File: src/aap_core_pkg.sv
package aap_core_pkg;

   // **************************************************
   // Datapath widths
   // **************************************************

   // General register and ALU word
   localparam int WORD_WIDTH = 16;

   // Program counter, addresses 24-bit instruction space
   localparam int PC_WIDTH = 24;

   // Register numbers in a 16-bit instruction
   localparam int REG_NUM_WIDTH = 3;

   // Size of the register file
   localparam int NUM_REGS = 8;

   typedef logic [WORD_WIDTH-1:0]    word_t;
   typedef logic [PC_WIDTH-1:0]      pc_t;
   typedef logic [REG_NUM_WIDTH-1:0] reg_num_t;

endpackage

File: src/aap_isa_pkg.sv
package aap_isa_pkg;

   // **************************************************
   // Word and field widths
   // **************************************************

   localparam int INSTR_WIDTH  = 16;
   localparam int CLASS_WIDTH  = 2;
   localparam int OPCODE_WIDTH = 4;

   typedef logic [INSTR_WIDTH-1:0]  instr_t;
   typedef logic [CLASS_WIDTH-1:0]  class_t;
   typedef logic [OPCODE_WIDTH-1:0] opcode_t;

   // Field positions in a 16-bit word, bit 15 is ignored
   localparam int CLASS_MSB  = 14;
   localparam int CLASS_LSB  = 13;
   localparam int OPCODE_MSB = 12;
   localparam int OPCODE_LSB = 9;
   localparam int RD_MSB     = 8;
   localparam int RD_LSB     = 6;
   localparam int RA_MSB     = 5;
   localparam int RA_LSB     = 3;
   localparam int RB_MSB     = 2;
   localparam int RB_LSB     = 0;

   // Immediates overlay the register fields
   localparam int IMM3_MSB   = RB_MSB;
   localparam int IMM3_LSB   = RB_LSB;
   localparam int IMM6_MSB   = 5;
   localparam int IMM6_LSB   = 0;
   localparam int SIMM3D_MSB = RD_MSB;
   localparam int SIMM3D_LSB = RD_LSB;
   localparam int SIMM6_MSB  = 8;
   localparam int SIMM6_LSB  = 3;
   localparam int SIMM9_MSB  = 8;
   localparam int SIMM9_LSB  = 0;

   // **************************************************
   // Instruction classes
   // **************************************************

   localparam class_t CLASS_ALU  = 2'b00;
   localparam class_t CLASS_LDST = 2'b01;
   localparam class_t CLASS_FLOW = 2'b10;
   localparam class_t CLASS_MISC = 2'b11;

   // ALU opcodes, immediate forms mirror ADD to LSR
   localparam opcode_t ALU_NOP  = 4'b0000;
   localparam opcode_t ALU_ADD  = 4'b0001;
   localparam opcode_t ALU_SUB  = 4'b0010;
   localparam opcode_t ALU_AND  = 4'b0011;
   localparam opcode_t ALU_OR   = 4'b0100;
   localparam opcode_t ALU_XOR  = 4'b0101;
   localparam opcode_t ALU_ASR  = 4'b0110;
   localparam opcode_t ALU_LSL  = 4'b0111;
   localparam opcode_t ALU_LSR  = 4'b1000;
   localparam opcode_t ALU_MOV  = 4'b1001;
   localparam opcode_t ALU_ADDI = 4'b1010;
   localparam opcode_t ALU_SUBI = 4'b1011;
   localparam opcode_t ALU_ASRI = 4'b1100;
   localparam opcode_t ALU_LSLI = 4'b1101;
   localparam opcode_t ALU_LSRI = 4'b1110;
   localparam opcode_t ALU_MOVI = 4'b1111;

   // Flow opcodes, top bit selects absolute over relative
   localparam int FLOW_ABS_BIT = 3;

   localparam opcode_t FLOW_BRA  = 4'b0000;
   localparam opcode_t FLOW_BAL  = 4'b0001;
   localparam opcode_t FLOW_BEQ  = 4'b0010;
   localparam opcode_t FLOW_BNE  = 4'b0011;
   localparam opcode_t FLOW_BLTS = 4'b0100;
   localparam opcode_t FLOW_BLES = 4'b0101;
   localparam opcode_t FLOW_BLTU = 4'b0110;
   localparam opcode_t FLOW_BLEU = 4'b0111;
   localparam opcode_t FLOW_JMP  = 4'b1000;
   localparam opcode_t FLOW_JAL  = 4'b1001;
   localparam opcode_t FLOW_JEQ  = 4'b1010;
   localparam opcode_t FLOW_JNE  = 4'b1011;
   localparam opcode_t FLOW_JLTS = 4'b1100;
   localparam opcode_t FLOW_JLES = 4'b1101;
   localparam opcode_t FLOW_JLTU = 4'b1110;
   localparam opcode_t FLOW_JLEU = 4'b1111;

endpackage

File: src/aap_decode.sv
`timescale 1ns/1ps

module aap_decode (
   input  logic                  clk,
   input  logic                  rst,
   input  logic                  instr_valid,
   input  aap_isa_pkg::instr_t   instr,
   output logic                  dec_valid,
   output aap_isa_pkg::class_t   dec_class,
   output aap_isa_pkg::opcode_t  dec_opcode,
   output aap_core_pkg::reg_num_t dec_rd,
   output aap_core_pkg::reg_num_t dec_ra,
   output aap_core_pkg::reg_num_t dec_rb,
   output aap_core_pkg::word_t   dec_imm3,
   output aap_core_pkg::word_t   dec_imm6,
   output aap_core_pkg::pc_t     dec_simm3d,
   output aap_core_pkg::pc_t     dec_simm6,
   output aap_core_pkg::pc_t     dec_simm9
);

   import aap_core_pkg::*;
   import aap_isa_pkg::*;

   // Captured instruction word
   instr_t instr_q;

   // **************************************************
   // Capture stage
   // **************************************************

   // Strobe follows the input one cycle later
   always_ff @(posedge clk or posedge rst) begin
      if (rst) begin
         dec_valid <= 1'b0;
      end else begin
         dec_valid <= instr_valid;
      end
   end

   // Word only loads on a strobe, held otherwise
   always_ff @(posedge clk) begin
      if (instr_valid) begin
         instr_q <= instr;
      end
   end

   // **************************************************
   // Field extraction
   // **************************************************

   assign dec_class  = instr_q[CLASS_MSB:CLASS_LSB];
   assign dec_opcode = instr_q[OPCODE_MSB:OPCODE_LSB];

   // Register numbers
   assign dec_rd = instr_q[RD_MSB:RD_LSB];
   assign dec_ra = instr_q[RA_MSB:RA_LSB];
   assign dec_rb = instr_q[RB_MSB:RB_LSB];

   // Unsigned ALU immediates, zero extended to a word
   assign dec_imm3 = word_t'(instr_q[IMM3_MSB:IMM3_LSB]);
   assign dec_imm6 = word_t'(instr_q[IMM6_MSB:IMM6_LSB]);

   // Branch offsets, sign extended to PC width
   // simm3d shares bits with rd, simm6 spans rd and ra
   assign dec_simm3d = pc_t'($signed(instr_q[SIMM3D_MSB:SIMM3D_LSB]));
   assign dec_simm6  = pc_t'($signed(instr_q[SIMM6_MSB:SIMM6_LSB]));
   assign dec_simm9  = pc_t'($signed(instr_q[SIMM9_MSB:SIMM9_LSB]));

endmodule

File: src/aap_exec_core.sv
`timescale 1ns/1ps

module aap_exec_core (
   input  logic                   clk,
   input  logic                   rst,
   input  logic                   instr_valid,
   input  aap_isa_pkg::instr_t    instr,
   output logic                   done,
   output logic                   wb_en,
   output aap_core_pkg::reg_num_t wb_num,
   output aap_core_pkg::word_t    wb_data,
   output aap_core_pkg::pc_t      pc,
   output logic                   carry
);

   import aap_core_pkg::*;
   import aap_isa_pkg::*;

   // **************************************************
   // Decode to execute and register file
   // **************************************************

   logic     dec_valid;
   class_t   dec_class;
   opcode_t  dec_opcode;
   reg_num_t dec_rd;
   reg_num_t dec_ra;
   reg_num_t dec_rb;
   word_t    dec_imm3;
   word_t    dec_imm6;
   pc_t      dec_simm3d;
   pc_t      dec_simm6;
   pc_t      dec_simm9;

   // Register reads
   word_t    rd_data_a;
   word_t    rd_data_b;
   word_t    rd_data_d;

   // Write back from execute, lands at end of execute cycle
   logic     wr_en;
   reg_num_t wr_num;
   word_t    wr_data;

   aap_decode u_decode (
      .clk         (clk),
      .rst         (rst),
      .instr_valid (instr_valid),
      .instr       (instr),
      .dec_valid   (dec_valid),
      .dec_class   (dec_class),
      .dec_opcode  (dec_opcode),
      .dec_rd      (dec_rd),
      .dec_ra      (dec_ra),
      .dec_rb      (dec_rb),
      .dec_imm3    (dec_imm3),
      .dec_imm6    (dec_imm6),
      .dec_simm3d  (dec_simm3d),
      .dec_simm6   (dec_simm6),
      .dec_simm9   (dec_simm9)
   );

   aap_regfile u_regfile (
      .clk       (clk),
      .rst       (rst),
      .rd_num_a  (dec_ra),
      .rd_num_b  (dec_rb),
      .rd_num_d  (dec_rd),
      .wr_en     (wr_en),
      .wr_num    (wr_num),
      .wr_data   (wr_data),
      .rd_data_a (rd_data_a),
      .rd_data_b (rd_data_b),
      .rd_data_d (rd_data_d)
   );

   aap_execute u_execute (
      .clk        (clk),
      .rst        (rst),
      .dec_valid  (dec_valid),
      .dec_class  (dec_class),
      .dec_opcode (dec_opcode),
      .dec_rd     (dec_rd),
      .dec_ra     (dec_ra),
      .dec_rb     (dec_rb),
      .dec_imm3   (dec_imm3),
      .dec_imm6   (dec_imm6),
      .dec_simm3d (dec_simm3d),
      .dec_simm6  (dec_simm6),
      .dec_simm9  (dec_simm9),
      .rd_data_a  (rd_data_a),
      .rd_data_b  (rd_data_b),
      .rd_data_d  (rd_data_d),
      .wr_en      (wr_en),
      .wr_num     (wr_num),
      .wr_data    (wr_data),
      .done       (done),
      .wb_en      (wb_en),
      .wb_num     (wb_num),
      .wb_data    (wb_data),
      .pc         (pc),
      .carry      (carry)
   );

endmodule

File: src/aap_execute.sv
`timescale 1ns/1ps

module aap_execute (
   input  logic                   clk,
   input  logic                   rst,
   input  logic                   dec_valid,
   input  aap_isa_pkg::class_t    dec_class,
   input  aap_isa_pkg::opcode_t   dec_opcode,
   input  aap_core_pkg::reg_num_t dec_rd,
   input  aap_core_pkg::reg_num_t dec_ra,
   input  aap_core_pkg::reg_num_t dec_rb,
   input  aap_core_pkg::word_t    dec_imm3,
   input  aap_core_pkg::word_t    dec_imm6,
   input  aap_core_pkg::pc_t      dec_simm3d,
   input  aap_core_pkg::pc_t      dec_simm6,
   input  aap_core_pkg::pc_t      dec_simm9,
   input  aap_core_pkg::word_t    rd_data_a,
   input  aap_core_pkg::word_t    rd_data_b,
   input  aap_core_pkg::word_t    rd_data_d,
   output logic                   wr_en,
   output aap_core_pkg::reg_num_t wr_num,
   output aap_core_pkg::word_t    wr_data,
   output logic                   done,
   output logic                   wb_en,
   output aap_core_pkg::reg_num_t wb_num,
   output aap_core_pkg::word_t    wb_data,
   output aap_core_pkg::pc_t      pc,
   output logic                   carry
);

   import aap_core_pkg::*;
   import aap_isa_pkg::*;

   // Operand B after immediate select
   word_t             alu_b;
   logic [3:0]        shamt;
   logic [16:0]       sum_full;
   logic [16:0]       diff_full;
   logic signed [16:0] asr_full;

   word_t alu_res;
   logic  alu_carry;

   // Flow control
   logic  taken;
   pc_t   rel_off;
   pc_t   pc_inc;
   pc_t   next_pc;
   logic  next_carry;
   logic  is_link;

   // **************************************************
   // ALU datapath
   // **************************************************

   // ADDI to LSRI take imm3 in place of rb
   assign alu_b = (dec_opcode >= ALU_ADDI && dec_opcode <= ALU_LSRI) ? dec_imm3 : rd_data_b;
   assign shamt = alu_b[3:0];

   // Carry is the 17th bit of the unsigned result
   assign sum_full  = {1'b0, rd_data_a} + {1'b0, alu_b};
   assign diff_full = {1'b0, rd_data_a} - {1'b0, alu_b};

   // Carry sits above ra as the sign of a 17-bit value
   assign asr_full = $signed({carry, rd_data_a}) >>> shamt;

   always_comb begin
      alu_res   = rd_data_d;
      alu_carry = carry;
      case (dec_opcode)
         // Rewrites rd with its own value
         ALU_NOP: alu_res = rd_data_d;
         ALU_ADD, ALU_ADDI: begin
            alu_res   = sum_full[15:0];
            alu_carry = sum_full[16];
         end
         ALU_SUB, ALU_SUBI: begin
            alu_res   = diff_full[15:0];
            alu_carry = diff_full[16];
         end
         ALU_AND: alu_res = rd_data_a & rd_data_b;
         ALU_OR:  alu_res = rd_data_a | rd_data_b;
         ALU_XOR: alu_res = rd_data_a ^ rd_data_b;
         ALU_ASR, ALU_ASRI: alu_res = asr_full[15:0];
         ALU_LSL, ALU_LSLI: alu_res = rd_data_a << shamt;
         ALU_LSR, ALU_LSRI: alu_res = rd_data_a >> shamt;
         ALU_MOV:  alu_res = rd_data_a;
         ALU_MOVI: alu_res = dec_imm6;
         default:  alu_res = rd_data_d;
      endcase
   end

   // **************************************************
   // Flow of control
   // **************************************************

   assign pc_inc  = pc + pc_t'(1);
   assign is_link = (dec_opcode == FLOW_BAL) || (dec_opcode == FLOW_JAL);

   // Branch condition, relative and absolute forms share tests
   always_comb begin
      case (dec_opcode)
         FLOW_BRA, FLOW_BAL, FLOW_JMP, FLOW_JAL: taken = 1'b1;
         FLOW_BEQ, FLOW_JEQ: taken = (rd_data_a == rd_data_b);
         FLOW_BNE, FLOW_JNE: taken = (rd_data_a != rd_data_b);
         FLOW_BLTS, FLOW_JLTS: taken = ($signed(rd_data_a) < $signed(rd_data_b));
         FLOW_BLES, FLOW_JLES: taken = ($signed(rd_data_a) <= $signed(rd_data_b));
         FLOW_BLTU, FLOW_JLTU: taken = (rd_data_a < rd_data_b);
         FLOW_BLEU, FLOW_JLEU: taken = (rd_data_a <= rd_data_b);
         default: taken = 1'b0;
      endcase
   end

   // Offset width depends on branch form
   always_comb begin
      case (dec_opcode)
         FLOW_BRA: rel_off = dec_simm9;
         FLOW_BAL: rel_off = dec_simm6;
         default:  rel_off = dec_simm3d;
      endcase
   end

   // **************************************************
   // Next state and register write
   // **************************************************

   always_comb begin
      next_pc    = pc_inc;
      next_carry = carry;
      wr_en      = 1'b0;
      wr_num     = dec_rd;
      wr_data    = alu_res;
      case (dec_class)
         CLASS_ALU: begin
            // Every ALU word writes rd
            wr_en      = dec_valid;
            next_carry = alu_carry;
         end
         CLASS_FLOW: begin
            // Link is only the low half of the return address
            wr_en   = dec_valid & is_link;
            wr_num  = dec_rb;
            wr_data = pc_inc[15:0];
            if (taken && dec_opcode[FLOW_ABS_BIT]) begin
               next_pc = {pc[PC_WIDTH-1:16], rd_data_d};
            end else if (taken) begin
               next_pc = pc + rel_off;
            end
         end
         CLASS_LDST, CLASS_MISC: begin
            // Step over, nothing else changes
            next_pc = pc_inc;
         end
         default: next_pc = pc_inc;
      endcase
   end

   // Control and architectural state
   always_ff @(posedge clk or posedge rst) begin
      if (rst) begin
         done  <= 1'b0;
         wb_en <= 1'b0;
         pc    <= '0;
         carry <= 1'b0;
      end else begin
         done  <= dec_valid;
         wb_en <= wr_en;
         if (dec_valid) begin
            pc    <= next_pc;
            carry <= next_carry;
         end
      end
   end

   // Report of the write, valid alongside done
   always_ff @(posedge clk) begin
      if (dec_valid) begin
         wb_num  <= wr_num;
         wb_data <= wr_data;
      end
   end

endmodule

File: src/aap_regfile.sv
`timescale 1ns/1ps

module aap_regfile (
   input  logic                   clk,
   input  logic                   rst,
   input  aap_core_pkg::reg_num_t rd_num_a,
   input  aap_core_pkg::reg_num_t rd_num_b,
   input  aap_core_pkg::reg_num_t rd_num_d,
   input  logic                   wr_en,
   input  aap_core_pkg::reg_num_t wr_num,
   input  aap_core_pkg::word_t    wr_data,
   output aap_core_pkg::word_t    rd_data_a,
   output aap_core_pkg::word_t    rd_data_b,
   output aap_core_pkg::word_t    rd_data_d
);

   import aap_core_pkg::*;

   // Register storage
   word_t regs [NUM_REGS];

   // **************************************************
   // Write port
   // **************************************************

   // Whole file starts at zero so programs see known values
   always_ff @(posedge clk or posedge rst) begin
      if (rst) begin
         for (int i = 0; i < NUM_REGS; i++) begin
            regs[i] <= '0;
         end
      end else if (wr_en) begin
         regs[wr_num] <= wr_data;
      end
   end

   // **************************************************
   // Read ports
   // **************************************************

   // Combinational, no bypass
   // A write shows up on the cycle after the edge that lands it
   assign rd_data_a = regs[rd_num_a];
   assign rd_data_b = regs[rd_num_b];
   assign rd_data_d = regs[rd_num_d];

endmodule

File: config.mk
export PLATFORM = sky130hd
export DESIGN_NAME = aap_exec_core
export DESIGN_NICKNAME = d
export VERILOG_FILES = /design/src/aap_core_pkg.sv /design/src/aap_isa_pkg.sv /design/src/aap_decode.sv /design/src/aap_exec_core.sv /design/src/aap_execute.sv /design/src/aap_regfile.sv
export SDC_FILE = /design/constraint.sdc
export NUM_CORES = 1
export LEC_CHECK = 0
export BUFFER_PORTS_ARGS = -buffer_cell sky130_fd_sc_hd__buf_2
export CORE_MARGIN = 5
export CORE_UTILIZATION = 50
export CTS_CLUSTER_SIZE = 14
export DETAILED_ROUTE_END_ITERATION = 16
export GPL_TIMING_DRIVEN = 1
export PLACE_DENSITY = 0.72
export SYNTH_ARGS = -nofsm -noshare
export SYNTH_HDL_FRONTEND = slang
export SYNTH_SLANG_ARGS = --single-unit
File: constraint.sdc
create_clock -name clk -period 5.1 [get_ports clk]
set_clock_uncertainty 0.15 [all_clocks]
set_input_delay 0.51 -clock clk [delete_from_list [all_inputs] [get_ports clk]]
set_output_delay 0.51 -clock clk [all_outputs]
set_load 0.02 [all_outputs]
# --- After elaboration in Yosys (flattened, before gate mapping) ---
# Index checks and enable logic that the tools add are counted.
# W data, S select, Z words.
word_totals:
  reg_bits: 190
  latch_bits: 0
  ramBits: 0
  romBits: 0
  inputBits: 19
  out_inout_bits: 46
  wordCells: 106
  memories: 0
op_classes:
  n_addsub: 4
  n_mul: 0
  div: 0
  order_cmp: 11
  eq_ne: 19
  shifts: 3
  n_mux: 23
  n_bitwise: 8
  reduce_logical: 21
ops:
  columns: ["cell", "count"]
  rows:
  - ["$pmux W16 S11", 1]
  - ["$bmux W16 S3", 3]
  - ["$mux W16", 9]
  - ["$bwmux W128", 1]
  - ["$mux W24", 3]
  - ["$demux W16 S3", 1]
  - ["$eq A4 B4 Y1 const B", 8]
  - ["$le A16 B16 Y1", 2]
  - ["$lt A16 B16 Y1", 2]
  - ["$add A24 B1 Y24 const B", 1]
  - ["$add A24 B24 Y24", 1]
  - ["$reduce_or A2 Y1", 11]
  - ["$ge A4 B4 Y1 const B", 5]
  - ["$add A16 B16 Y17", 1]
  - ["$sshr A17 B4 Y16", 1]
  - ["$sub A16 B16 Y17", 1]
  - ["$and A16 B16 Y16", 1]
  - ["$eq A16 B16 Y1", 1]
  - ["$eq A4 B3 Y1 const B", 4]
  - ["$ne A16 B16 Y1", 1]
  - ["$not A3 Y4", 4]
  - ["$or A16 B16 Y16", 1]
  - ["$pmux W8 S2", 1]
  - ["$shl A16 B4 Y16", 1]
  - ["20 further kinds", 24]

# --- Logic depth before layout (Yosys ltp) ---
logic_depth:
  word_depth: 9
  depth_mapped: 21
  ltp_nobuf: 18

# --- Cells and area by module ---
# From an unflattened synthesis, not the netlist that was laid out.
unflattened:
  hier_cells: 1872
  area_unflattened_um2: 18664.2
modules_own_cells:
  columns: ["module", "instances", "cells_per_inst", "area_per_inst_um2", "seq_area_each_um2"]
  rows:
  - ["aap_execute", 1, 1296, 9351.5, 1246.2]
  - ["aap_regfile", 1, 454, 8049.0, 3203.1]
  - ["aap_decode", 1, 122, 1263.7, 475.5]

# --- Worst setup path after synthesis ---
# No wires, ideal clock.
synth_path:
  path_type: "register to register"
  start: "register u_decode.instr_q[0]"
  end: "register u_regfile.regs[13] in the netlist's numbering"
  setup_time_ps: 125
  t_arrival_ps: 4988
  slack_ps: -163
  path_stages_with_launch: 21
  path_cell_list: "edfxtp_1 -> buf_6 -> buf_6 -> buf_2 -> buf_1 -> mux4_2 -> mux2i_1 -> inv_1 -> nand2_1 -> ha_1 -> clkbuf_1 -> o21a_1 -> or2_2 -> a2111oi_0 -> a211oi_1 -> a31oi_1 -> xor2_1 -> nor2_1 -> nor4_2 -> nor2_1 -> mux2_2"
synth_via:
  elab_chain_len: 9
  elab_cells_between_ends: 23
  cone_classes: "2 x add/sub; 2 x order compare; 3 x shift; 10 x mux; 5 x bitwise; 1 x reduce/logical"
synth_rtl:
  columns: ["item", "line_no", "source"]
  rows:
  - ["start: declaration", "aap_decode.sv:25", "instr_t instr_q;"]
  - ["start signal: assignment", "aap_decode.sv:43", "instr_q <= instr;"]
  - ["$not A3 Y4 (not written as such)", "aap_regfile.sv:44", "assign rd_data_b = regs[rd_num_b];"]
  - ["$bmux W16 S3", "aap_regfile.sv:44", null]
  - ["$mux W16 (not written as such) (2 in a row)", "aap_regfile.sv:44", null]
  - ["$mux W16", "aap_execute.sv:57", "assign alu_b = (dec_opcode >= ALU_ADDI && dec_opcode <= ALU_LSRI) ? dec_imm3 : rd_data_b;"]
  - ["$sub A16 B16 Y17 (tied with other cells)", "aap_execute.sv:62", "assign diff_full = {1'b0, rd_data_a} - {1'b0, alu_b};"]
  - ["$pmux W16 S11 *", "aap_execute.sv:70", "case (dec_opcode)"]
  - ["$mux W16 *", "aap_execute.sv:133", "case (dec_class)"]
  - ["net u_execute.wr_data[13]", "aap_execute.sv:22", "output aap_core_pkg::word_t wr_data,"]
  - ["$bwmux W128 *", "aap_regfile.sv:33", "regs[wr_num] <= wr_data;"]
  - ["end signal: indexed assignment", "aap_regfile.sv:33", null]
  - ["end: declaration", "aap_regfile.sv:20", "word_t regs [NUM_REGS];"]
# Mark *: on every way through the listed nets, which the timed path passes. The rest lies on a longest branch. The select of a mux whose other input is x is not followed.
# A chain may end at the register's enable or synchronous reset.

# --- Worst setup path in the final report ---
layout_path:
  start: "register u_decode.instr_q[0]"
  end: "register u_regfile.regs[8] in the netlist's numbering"
# The elaborated chain is that of the path after synthesis.

==> results.md <==
* Drt first-iter violations at ~1800
* Inserted Clock Buffers at 17
* Maximum root-to-sink buffer count at 2
* Hold Buf Count CTS at 0
* EDFF count, synth at 34
* Ys flop type: dfrtp_1
* RSZ-0062 raised after global routing: false
* Yosys reg bits at 190
* Syn avg cell area at 9.70 um2
* Worst-Margin Slew at ~1300 ps
* Final Setup Violations at 0
* CTS root buf: clkbuf_16
* Number of global-route vias before repair at around 15000
* Share of layout cells above drive strength 1 at 26.9%
* Cell area after layout at 0.0194 mm2
* Die width at 194 um
* Synth Instances at 1745
* Port Buffers at between 60 and 70
* Asr flop ratio synth at a little over 80%
* Critical Path AT at 5110 ps
* Filler cell count at roughly 2900
* Area leader, netlist: dfrtp_1
* Post-synthesis cell type count at 85
* Worst Hold Class: in2async
* Startpoint Class: flop
* WP data required at between 5000 and 6000 ps
* Cell Area, Synth at between 0.015 and 0.02 mm2
* Largest net degree at the start of global routing at 76
* DRT antenna net count at 0
* Fmax at 0.205 GHz
* Post-DP HPWL at 43500 um
* Drt first pass iters at 6
* Max-cap violations at 0
* Synth top area cells: dfrtp_1, mux4_2, mux2_2
* Period Utilization, post-route at 95.8%
* First-pass GRT wire length at 89200 um
* Final hold vios at 0
* Layout Cells excl Fill at roughly 2300
* Avg Vias per Cell at 6.64
* Inst Count DP at 2299
* Syn_nets at 1872
* Die area at 0.0376 mm2
* Max-slew violations at 0
* Post-synth top area share at 23.1%
* Critical setup path kind: reg2reg
* Total power at 12.2 mW
* Reg clk slew, reported paths at 70 ps
* CTS tree: built
* Gr usage total at 30.1%
* Final net count at 1997
* Power per Cell Area at 627 mW/mm2
* DRC at 0
* Register area share after synthesis at 29.1%
* Crit path capture type: flop
* Slew HR at 12.9%
* Routed WL per cell at 25.1 um
* Overflow left after global routing at 0
* Clock latency on the worst-skew pair at 440 ps
* Commonest non-fill, non-tap cells in the layout: buf_4, dfrtp_1, nand2_1, nor2_1, mux2_2
* Crit-path max FO at 22
* Gpl congestion at 1.03
* Ports at between 60 and 70
* Synth warn at 0
* Clock net sink count at 190
* Status: complete, no violations
* Effective utilization at floorplan at 50.6%
* Final min period at 4890 ps
* Worst vdd ir at around 540 uV
* Core area at 0.0334 mm2
* Postcts setup bufs at 0
* Sum of negative setup slack at 0 ps
* CTS H-Tree Depth at 4
* WL final at 58500 um
* Die Height at around 190 um
* Leakage at 8.71 nW
* Placed Area at 0.0186 mm2
* Std-Cell Rows at 67
* Ant. Diodes at 0
* Vias at 15500
* Layout area overhead at 14.4%
* Initial antenna violation count at 0
per-layer routing:
| metal | global-route usage, % | share of wire, % | vias up |
|---|---|---|---|
| li1 | - | - | 6861 |
| met1 | 41.8 | 40 | 7617 |
| met2 | 47.3 | 46 | 842 |
| met3 | 4.64 | 9.2 | 157 |
| met4 | 12.4 | 4.6 | 0 |
| met5 | 0 | 0 | - |
power breakdown:
group	internal [mW]	switching (mW)	total, mW	leakage [nW]
sequential	2.18	0.682	2.86	2.33
clock	0.821	0.592	1.41	0.304
combinational	3.39	4.48	7.88	6.07
metrics by stage:
| stage | worst slack, ps | util (%) | hold WS, ps |
|---|---|---|---|
| 6_report | 215 | 57.9 | 26.6 |
| 3_5_place_dp | 53.5 | 55.6 | 370 |
| 5_1_grt | 14.5 | 57.9 | 77.8 |
| 4_1_cts | 58.9 | 57.5 | 56.7 |
| 3_3_place_gp | 132 | 55.6 | 343 |
| 2_1_floorplan | 105 | - | 327 |
critical path, stage by stage, from the launching register on:
cell and delay (ps):
edfxtp_1 430, buf_12 200, mux2i_1 140, mux4_2 540, inv_4 110, a21boi_4 60, inv_2 80, ha_1 160
inv_1 60, fa_2 360, a21o_1 180, a21o_1 240, a221oi_2 270, buf_4 180, a221o_1 130, o21ai_0 190
nor4bb_2 260, buf_4 160, a221oi_2 600, mux2_2 300
Yosys cell counts (all sizes together) (6+ instances only):
library cell,count
clkbuf,75
a221o,14
nand3,35
a221oi,24
o211ai,10
o22ai,29
nor4,16
a21boi,7
nand4,8
a31oi,22
mux2,129
nor2,126
or3,6
nor2b,14
o21ai,88
mux4,79
xnor2,28
a211oi,21
nand2,131
xor2,16
buf,43
o21bai,7
nor3,31
o31ai,18
o21a,12
and3,14
a21o,22
and2,9
dfrtp,156
nand2b,21
edfxtp,34
a2111oi,9
mux2i,102
inv,92
o221ai,18
a22oi,11
ha,105
a22o,9
a21oi,95
kinds of logic (layout without fill, tap and decap cells):
family                   count (synthesis)  in the layout  synth area share [%]
AO/OA/AOI/OAI                          452            452                  18.4
XOR/XNOR                                44             44                  2.28
adder cells (fa/ha/maj)                108            108                  8.11
buffers and inverters                  211            349                  5.11
flip-flops                             190            190                  29.1
multiplexers                           310            310                  25.1
AND/OR/NAND/NOR                        430            430                  11.9
state kept, by name, summed over array words and instances, names as in the netlist:
register	flops
u_regfile.regs	128
u_execute.pc	24
u_execute.wb_data	16
u_decode.instr_q	15
u_execute.wb_num	3
u_decode.dec_valid	1
u_execute.carry	1
u_execute.done	1
u_execute.wb_en	1
worst paths after layout:
check | slack (ps) | from | cells after the start | to
min | 30 | rst | 2 | u_execute.done
max reg2reg | 210 | u_decode.instr_q[0] | 19 | u_regfile.regs[8]
max | 210 | u_decode.instr_q[0] | 19 | u_regfile.regs[8]
min reg2reg | 390 | u_regfile.regs[114] | 2 | u_regfile.regs[114]
min in group clk | 100 | instr[2] | 1 | u_decode.instr_q[2]
max in group asynchronous | 3620 | rst | 3 | u_regfile.regs[52]
area by class of cell:
| class | count | area, um2 | share of cell area, % |
|---|---|---|---|
| Sequential cell | 190 | 4930 | 25.4 |
| Tap cell | 448 | 561 | 2.89 |
| Multi-Input combinational cell | 1344 | 11300 | 58.4 |
| Inverter | 93 | 357 | 1.84 |
| Clock buffer | 22 | 474 | 2.45 |
| Timing Repair Buffer | 224 | 1600 | 8.25 |
| Clock inverter | 10 | 149 | 0.768 |
timing repair:
action                                 4_1_cts  5_1_grt
resized for setup                            1       22
setup endpoints to repair                    2       56
pin swaps                                    0        4
endpoints found under the hold margin        0        0
Note: power is estimated with default switching activity, not from simulation.
